**src/source/routerPkg.sv**
```systemverilog
package routerPkg;

  localparam int numPorts = 5;
  localparam int lengthWidth = 12;  // packet length and hold count.
  localparam int flitTypeWidth = 3;

  // input ports of the router, also the rotation order.
  typedef enum logic [$clog2(numPorts)-1:0] {
    LOCAL = 3'd0,
    NORTH = 3'd1,
    EAST  = 3'd2,
    WEST  = 3'd3,
    SOUTH = 3'd4
  } portIdx;

  typedef enum logic [flitTypeWidth-1:0] {
    IDLE = 3'd0,
    HEAD = 3'd1,  // carries the packet length.
    BODY = 3'd2,
    TAIL = 3'd3
  } flitKind;

  // rotation successor of a port.
  function automatic portIdx nextPort(input portIdx p);
    portIdx n;
    case (p)
      LOCAL: n = NORTH;
      NORTH: n = EAST;
      EAST:  n = WEST;
      WEST:  n = SOUTH;
      default: n = LOCAL;  // south wraps back to local.
    endcase
    return n;
  endfunction

endpackage
```
**src/source/routerOutPort.sv**
```systemverilog
`timescale 1ns/1ps

module routerOutPort #(
  parameter int dataWidth = 16  // at least lengthWidth.
) (
  input  logic clk,
  input  logic rst,
  input  logic [routerPkg::numPorts-1:0] req,
  input  routerPkg::flitKind flitType [routerPkg::numPorts],
  input  logic [dataWidth-1:0] flitData [routerPkg::numPorts],
  output logic [routerPkg::numPorts-1:0] grant,
  output logic outValid,
  output routerPkg::flitKind outType,
  output logic [dataWidth-1:0] outData,
  output routerPkg::portIdx outSource
);
  import routerPkg::*;

  logic [lengthWidth-1:0] portLength [numPorts];

  // packet length sits in the low bits of a header word.
  for (genvar p = 0; p < numPorts; p++)
  begin : gLength
    assign portLength[p] = flitData[p][lengthWidth-1:0];
  end

  portArbiter portArbiter_i (
    .clk(clk),
    .rst(rst),
    .req(req),
    .flitType(flitType),
    .length(portLength),
    .grant(grant)
  );

  outputMux #(
    .dataWidth(dataWidth)
  ) outputMux_i (
    .clk(clk),
    .rst(rst),
    .grant(grant),
    .req(req),
    .flitType(flitType),
    .flitData(flitData),
    .outValid(outValid),
    .outType(outType),
    .outData(outData),
    .outSource(outSource)
  );

endmodule

```
**src/source/outputMux.sv**
```systemverilog
`timescale 1ns/1ps

module outputMux #(
  parameter int dataWidth = 16
) (
  input  logic clk,
  input  logic rst,
  input  logic [routerPkg::numPorts-1:0] grant,
  input  logic [routerPkg::numPorts-1:0] req,
  input  routerPkg::flitKind flitType [routerPkg::numPorts],
  input  logic [dataWidth-1:0] flitData [routerPkg::numPorts],
  output logic outValid,
  output routerPkg::flitKind outType,
  output logic [dataWidth-1:0] outData,
  output routerPkg::portIdx outSource
);
  import routerPkg::*;

  portIdx selPort;
  logic selValid;

  // one-hot grant to port index.
  always_comb
  begin
    selPort = LOCAL;
    for (int i = 0; i < numPorts; i++)
    begin
      if (grant[i])
        selPort = portIdx'(i);
    end
  end

  assign selValid = |(grant & req);  // granted port is still requesting.

  always_ff @(posedge clk)
  begin
    if (rst)
    begin
      outValid <= 1'b0;
      outType <= IDLE;
      outData <= '0;
      outSource <= LOCAL;
    end
    else
    begin
      outValid <= selValid;
      if (selValid)
      begin
        outType <= flitType[selPort];
        outData <= flitData[selPort];
        outSource <= selPort;
      end
    end
  end

  // a flit only leaves for a port that held the grant.
  validNeedsGrant: assert property (
    @(posedge clk) disable iff (rst)
    $rose(outValid) |-> ($past(grant) != '0)
  )
    else $error("outputMux: outValid rose without a grant");

endmodule

```
**src/source/portArbiter.sv**
```systemverilog
`timescale 1ns/1ps

module portArbiter (
  input  logic clk,
  input  logic rst,
  input  logic [routerPkg::numPorts-1:0] req,
  input  routerPkg::flitKind flitType [routerPkg::numPorts],
  input  logic [routerPkg::lengthWidth-1:0] length [routerPkg::numPorts],
  output logic [routerPkg::numPorts-1:0] grant
);
  import routerPkg::*;

  logic [numPorts-1:0] nextGrant;
  logic [numPorts-1:0] runTimer;
  logic [numPorts-1:0] timesUp;
  logic idle;
  portIdx holder;

  // one hold timer per input port.
  for (genvar p = 0; p < numPorts; p++)
  begin : gTimer
    grantTimer grantTimer_i (
      .clk(clk),
      .rst(rst),
      .flitType(flitType[p]),
      .length(length[p]),
      .runTimer(runTimer[p]),
      .timesUp(timesUp[p])
    );
  end

  assign idle = (grant == '0);

  // index of the current holder, don't care when idle.
  always_comb
  begin
    holder = LOCAL;
    for (int i = 0; i < numPorts; i++)
    begin
      if (grant[i])
        holder = portIdx'(i);
    end
  end

  // Search order starts after the holder and skips it. From idle the
  // search starts after SOUTH, which gives fixed priority L, N, E, W, S.
  always_comb
  begin
    portIdx cand;
    logic found;
    nextGrant = '0;
    runTimer = '0;
    found = 1'b0;
    cand = idle ? SOUTH : holder;
    if (!idle && req[holder] && !timesUp[holder])
    begin
      nextGrant = grant;  // holder keeps the link.
      runTimer[holder] = 1'b1;
    end
    else
    begin
      for (int k = 0; k < numPorts; k++)
      begin
        cand = nextPort(cand);
        if (!found && req[cand] && (idle || cand != holder))
        begin
          nextGrant[cand] = 1'b1;
          found = 1'b1;
        end
      end
    end
  end

  always_ff @(posedge clk)
  begin
    if (rst)
      grant <= '0;
    else
      grant <= nextGrant;
  end

  // at most one port drives the output link.
  grantOneHot: assert property (
    @(posedge clk) disable iff (rst)
    $onehot0(grant)
  )
    else $error("portArbiter: grant is not one-hot");

  // the link is free right after reset.
  grantAfterReset: assert property (
    @(posedge clk)
    rst |=> (grant == '0)
  )
    else $error("portArbiter: grant set in the cycle after reset");

endmodule

```
**src/source/grantTimer.sv**
```systemverilog
`timescale 1ns/1ps

module grantTimer (
  input  logic clk,
  input  logic rst,
  input  routerPkg::flitKind flitType,
  input  logic [routerPkg::lengthWidth-1:0] length,
  input  logic runTimer,
  output logic timesUp
);
  import routerPkg::*;

  logic [lengthWidth-1:0] limit;  // hold cycles allowed for the packet.
  logic [lengthWidth-1:0] count;  // cycles held so far.

  always_ff @(posedge clk)
  begin
    if (rst)
    begin
      limit <= '0;
      count <= '0;
    end
    else
    begin
      if (flitType == HEAD)
        limit <= length;  // each header reloads the limit.
      if (runTimer)
        count <= count + 1'b1;
      else
        count <= '0;  // restarts whenever the port is not holding.
    end
  end

  // expiry.
  assign timesUp = (count == limit);

  // the arbiter stops the timer at expiry, so the count cannot run past
  // the limit unless a new header shrinks the limit.
  countBound: assert property (
    @(posedge clk) disable iff (rst)
    (runTimer && count <= limit && flitType != HEAD) |=> (count <= limit)
  )
    else $error("grantTimer: count overran the latched limit");

endmodule

```
**config.mk**
```make
export PLATFORM = sky130hd
export DESIGN_NAME = routerOutPort
export DESIGN_NICKNAME = d
export VERILOG_FILES = /design/src/source/routerPkg.sv /design/src/source/routerOutPort.sv /design/src/source/outputMux.sv /design/src/source/portArbiter.sv /design/src/source/grantTimer.sv
export SDC_FILE = /design/constraint.sdc
export NUM_CORES = 1
export LEC_CHECK = 0
export ABC_AREA = 1
export CAP_MARGIN = 30
export CORE_ASPECT_RATIO = 1.25
export CORE_MARGIN = 5
export CORE_UTILIZATION = 51
export DETAILED_ROUTE_END_ITERATION = 7
export DONT_BUFFER_PORTS = 1
export PLACE_DENSITY = 0.66
export SKIP_LAST_GASP = 1
export SYNTH_ARGS = -nofsm -noshare
export SYNTH_HDL_FRONTEND = slang
export SYNTH_SLANG_ARGS = --single-unit
```
**constraint.sdc**
```tcl
create_clock -name clk -period 2.3 [get_ports clk]
set_input_delay 0.23 -clock clk [delete_from_list [all_inputs] [get_ports clk]]
set_output_delay 0.23 -clock clk [all_outputs]
set_load 0.02 [all_outputs]
```
## Word level (Yosys, flattened, before mapping)

Cells that the tools add are included.

| storage, ports and cells | value |
|---|---|
| flip-flop bits (word level) | 148 |
| input port bits | 102 |
| output and inout bits | 28 |
| logic and storage cells | 179 |

| cells by class | value |
|---|---|
| reductions and logical operators | 40 |
| multiplexer cells | 65 |
| add/sub/neg operators | 5 |
| equality and inequality tests | 30 |
| magnitude comparators | 13 |
| bitwise operators | 11 |

Operators by type and width:

| cell | count |
|---|---|
| adder 12 x 1 -> 12 bit (second input constant) | 5 |
| == test 12 bit | 5 |
| one-hot mux 3 bit (4 select lines) | 5 |
| two-way mux 5 bit | 10 |
| binary-select mux 16 bit (select 3 bit) | 1 |
| two-way mux 3 bit | 11 |
| two-way mux 16 bit | 2 |
| == test 3 x 1 -> 1 bit (second input constant) | 10 |
| == test 3 x 2 -> 1 bit (second input constant) | 10 |
| < comparator 3 x 4 -> 1 bit (second input constant) | 6 |
| two-way mux 1 bit | 22 |
| binary-select mux 1 bit (select 3 bit) | 7 |
| OR 5 bit | 4 |
| demux 1 bit (select 3 bit) | 6 |
| >= comparator 3 x 1 -> 1 bit (second input constant) | 6 |
| logical AND 1 bit | 17 |
| zero test 3 bit | 5 |
| != test 3 bit | 5 |
| OR reduction 2 bit | 5 |
| binary-select mux 3 bit (select 3 bit) | 1 |
| zero test 1 bit | 6 |
| bitwise AND 5 bit | 1 |
| zero test 5 bit | 1 |
| logical OR 1 bit | 5 |
| other kinds (4) | 8 |

## Depth between registers and ports, before layout

| depth | value |
|---|---|
| depth after elaboration | 33 |
| mapped depth | 16 |
| depth with buffers taken out | 16 |

## By module

Synthesis repeated with hierarchy kept, for this count alone.

| second synthesis, totals | value |
|---|---|
| cell total of the unflattened synthesis | 1365 |
| area, all modules | 8725.9 um2 |

Modules (own cells, without submodules):

| module | cells each | instances | area each (um2) |
|---|---|---|---|
| grantTimer | 169 | 5 | 1191.1 |
| outputMux | 367 | 1 | 1899.3 |
| portArbiter | 153 | 1 | 870.8 |

## Worst setup path before layout

No wires, ideal clock.

| timing path | value |
|---|---|
| path kind | register -> register |
| start | reg portArbiter_i.grant[2] in the netlist's numbering |
| end | reg portArbiter_i.gTimer[3].grantTimer_i.count[6] |
| setup time | 0.064 ns |
| cell stages (with the launch flop) | 16 |
| period minus slack after synthesis | 1.922 ns |
| arrival time | 1.857 ns |
| path slack | 0.378 ns |
| path buffers | 1 |
| cells stage by stage | dfxtp_1 > inv_2 > nand2_1 > nand2_2 > nand2_4 > nor2_1 > o21ai_1 > nand2_1 > nand2_1 > nand2_1 > nor2_2 > nand4_2 > inv_2 > nand2_2 > buf_4 > nor2_1 |

| on the way | value |
|---|---|
| cells in the longest elaborated chain, start to end | 10 |

RTL lines:

| what | line | text |
|---|---|---|
| start, declared | portArbiter.sv:9 | `output logic [routerPkg::numPorts-1:0] grant` |
| start signal, assigned | portArbiter.sv:79 | `grant <= nextGrant;` |
| two-way mux 3 bit (3 in series) | portArbiter.sv:40 | `if (grant[i])` |
| < comparator 3 x 4 -> 1 bit (not written as such) (tied with other cells) | portArbiter.sv:58 | `runTimer[holder] = 1'b1;` |
| logical AND 1 bit (not written as such) / two-way mux 1 bit (equally long branches) | portArbiter.sv:58, portArbiter.sv:55 |  |
| two-way mux 1 bit (not written as such) (tied with other cells) | portArbiter.sv:58 |  |
| demux 1 bit (select 3 bit) / logical AND 1 bit (equally long branches) | -- |  |
| two-way mux 5 bit (*) | portArbiter.sv:55 | `if (!idle && req[holder] && !timesUp[holder])` |
| inverter 1 bit (no source line) (*) | -- |  |
| OR reduction 2 bit (no source line) (*) | -- |  |
| end signal, assigned | grantTimer.sv:28 | `count <= count + 1'b1;` |
| end, declared | grantTimer.sv:14 | `logic [lengthWidth-1:0] count;` |

Mark *: on every way between the ends. The rest lies on a longest branch, timed or not. The select of a mux whose other input is x is not followed.
A chain may end at the register's enable or synchronous reset.

## Worst setup path after layout

| timing path | value |
|---|---|
| start | reg portArbiter_i.grant[3] in the netlist's numbering |
| end | reg portArbiter_i.gTimer[2].grantTimer_i.count[10] |

| on the way | value |
|---|---|
| cells in the longest elaborated chain, start to end | 9 |

RTL lines:

| what | line |
|---|---|
| two-way mux 3 bit (2 in series) | portArbiter.sv:40 |
| < comparator 3 x 4 -> 1 bit (not written as such) (tied with other cells) | portArbiter.sv:58 |
| logical AND 1 bit (not written as such) / two-way mux 1 bit (equally long branches) | portArbiter.sv:58, portArbiter.sv:55 |
| two-way mux 1 bit (not written as such) (tied with other cells) | portArbiter.sv:58 |
| demux 1 bit (select 3 bit) / logical AND 1 bit (equally long branches) | -- |
| two-way mux 5 bit (*) | portArbiter.sv:55 |
| inverter 1 bit (no source line) (*) | -- |
| OR reduction 2 bit (no source line) (*) | -- |
| end signal, assigned | grantTimer.sv:28 |
| end, declared | grantTimer.sv:14 |

Marks and branches as above.

==> out/metrics.yaml <==
hpwlAfterDp_um: 17600
grt_overflow_total: 0
fin_skew_ns: 0.00919
routedWlPerCell_um: 17.8
drv_cap: 0
ir_worst_vdd_v: 0.000711
synth_nets: 1197
hold_viol: 0
cp_max_fo: 17
instances_no_fill: 1322
h-tree-depth: 4
synthesis.area_um2: 7630
slowest_stage: "dfxtp_1"
dp_cells: 1248
ys_ff_latch: 148
finalSetupTns_ns: 0
worst_path_most_repeated_cell: "nand2_1"
ant_nets: 0
grt_pass1_wl_um: 36600
drive_above_1_share_pct: 7.64
cpPeakStageDelay_ns: 0.45
reg2reg_from: "portArbiter_i.grant[3]$_SDFFE_PP0N_"
total_power_mw: 9.54
drc_errors: 0
cp.required_ns: 2.61
initial_core_util_pct: 51.5
synth_warnings: 0
clock_latency_ns: 0.43
final_util_pct: 59.8
cp-start-kind: "flip-flop"
io_pins: 130
fillers: 1402
arrival_ns: 2.46
hp-class: "in -> reg"
period_minus_slack_ns: 2.15
cp-startpoint: "portArbiter_i.grant[3]$_SDFFE_PP0N_"
status: "completed"
setup_violations: 0
whs_ns: 0.00994
layout_setup_ws_ns: 0.152
cts_tree: "yes"
p_per_area_nw_per_um2: 1080
vias: 7288
worstMarginPinSlew_ns: 0.791
clock-sinks: 148
maxSlewHeadroom_pct: 47.1
die_w_um: 119
power.leakage_nw: 3.55
place_area_um2: 7850
grt_pass1_vias: 6923
die_area_um2: 17500
wirelength_um: 23500
vias_per_cell: 5.51
cts_setup_buffers: 0
fmaxAchievable_mhz: 466
holdCritStartpoint: "flitData[1]"
drt_iter0_drc: 588
antenna_found_initial: 2
clkSlewWorstSetupHoldPaths_ns: 0.06
crit_chain: "inv_2 -> nand2_2 -> nand2_4 -> inv_2 -> buf_4 -> nand3_1 -> nand2_1 -> nand2_1 -> nand2_1 -> nand2_1 -> nand4_2 -> inv_2 -> nand2_2 -> nor2_1"
rsz0062_at_grt: "true"
final_cell_area_um2: 8870
first_pass_iters: 5
critPathKind: "reg -> reg"
cts_inserted_buffers: 17
num_rows: 50
synth.distinct_cells: 38
port_buffers: 0
post-place-ws_ns: 0.0959
avgSynthCellArea_um2: 7.00
final_nets: 1232
slew_viol_final: 0
grtUsageTotal_pct: 26.6
crit_path_end_kind: "flip-flop"
yosysSeqAreaShare_pct: 38.8
grt_max_degree: 57
syn_to_final_growth_pct: 16.2
globalplace.congestion: 0.943
fp.coreArea_um2: 14800
period_share_pct: 93.4
clk_path_buf_depth: 2
clockRootBuffer: "clkbuf_16"
die_y_um: 147
synth_cells: 1090
[final cells by class]
type | count | area, um2 | area share [%]
Tap cell | 182 | 228 | 2.57
Timing Repair Buffer | 64 | 593 | 6.69
Sequential cell | 148 | 2960 | 33.4
Clock buffer | 19 | 443 | 4.99
Inverter | 129 | 484 | 5.46
Multi-Input combinational cell | 765 | 4000 | 45.1
Clock inverter | 13 | 148 | 1.66
Antenna cell | 2 | 5.00 | 0.0564
[state kept, by name, summed over array words and instances (netlist names)]
| name | cells |
|---|---|
| outputMux_i.outData | 16 |
| portArbiter_i.grant | 5 |
| outputMux_i.outSource | 3 |
| outputMux_i.outType | 3 |
| portArbiter_i.gTimer.grantTimer_i.count | 60 |
| portArbiter_i.gTimer.grantTimer_i.limit | 60 |
| outputMux_i.outValid | 1 |
[critical path: cells and delay by family, from the launching register on]
kind                   cells  cell delay [ns]
and+or+nand+nor           10             1.13
buffers and inverters      4             0.46
DFF                        1             0.45
[placed cells by master, fill, tap and decap left out, types with 7 or more instances in the layout]
cell type	instances
o22ai_1	11
nor2_1	148
xor2_1	59
clkbuf_16	17
nand4_1	17
o21ai_0	123
dfxtp_1	147
nand2_1	135
buf_4	23
a21oi_1	87
nand3_1	77
nor3_1	26
inv_1	121
xnor2_1	26
inv_2	7
dlygate4sd3_1	40
[synthesized netlist by cell type, drive strengths merged]
cell type / n / share of area, %
o311ai: 1 / 0.11
a21oi: 88 / 5.8
clkbuf: 36 / 1.8
nor3: 26 / 1.7
or3b: 3 / 0.34
clkinv: 1 / 0.049
and2: 1 / 0.082
o211ai: 6 / 0.59
inv: 128 / 6.3
o32ai: 1 / 0.11
xnor2: 26 / 3.0
nand2: 142 / 7.2
o22ai: 11 / 0.90
mux2i: 1 / 0.13
nor4: 2 / 0.16
or2: 4 / 0.33
nand3: 79 / 5.3
xor2: 59 / 6.8
o21ai: 125 / 8.2
dfxtp: 148 / 39
ha: 5 / 0.82
nor2: 154 / 7.7
nand4: 18 / 1.6
buf: 12 / 0.87
a21boi: 1 / 0.098
nor4b: 1 / 0.11
o221ai: 5 / 0.57
nand3b: 6 / 0.59
[metal layers]
layer / track usage (%) / wire [um] / up-vias
met3: 9.70 / 2220 / 41
met5: 0 / 24 / -
met1: 32.1 / 9540 / 3352
li1: - / - / 3638
met2: 43.5 / 11000 / 253
met4: 9.80 / 679 / 4
[power by group]
group / switching (mW) / internal (mW)
Combinational: 2.34 / 1.12
Sequential: 0.460 / 2.85
Clock: 1.13 / 1.64
[cell families after synthesis]
logic type                 synth area share (%)
DFF                                        38.8
AOI/OAI and AO/OA                          16.4
muxes                                     0.131
adders and majority gates                 0.820
buffers and inverters                      8.98
and+or+nand+nor                            25.1
xor gates and xnor gates                   9.75
[worst paths after layout]
check / end / slack, ns / cells past startpoint
setup / recovery: portArbiter_i.gTimer[2].grantTimer_i.count[10]$_SDFF_PP0_ / 0.15 / 14
hold / removal: portArbiter_i.gTimer[4].grantTimer_i.limit[1]$_SDFFE_PP0N_ / 0.01 / 2
setup reg to reg: portArbiter_i.gTimer[2].grantTimer_i.count[10]$_SDFF_PP0_ / 0.15 / 14
hold reg to reg: portArbiter_i.gTimer[4].grantTimer_i.limit[3]$_SDFFE_PP0N_ / 0.45 / 2
[what timing repair did]
action	in CTS	in global routing
gates resized for setup	0	7
hold buffers	39	1
hold endpoints to repair	42	1
setup endpoints to repair	0	24
Power figures use the tool's default switching activity.
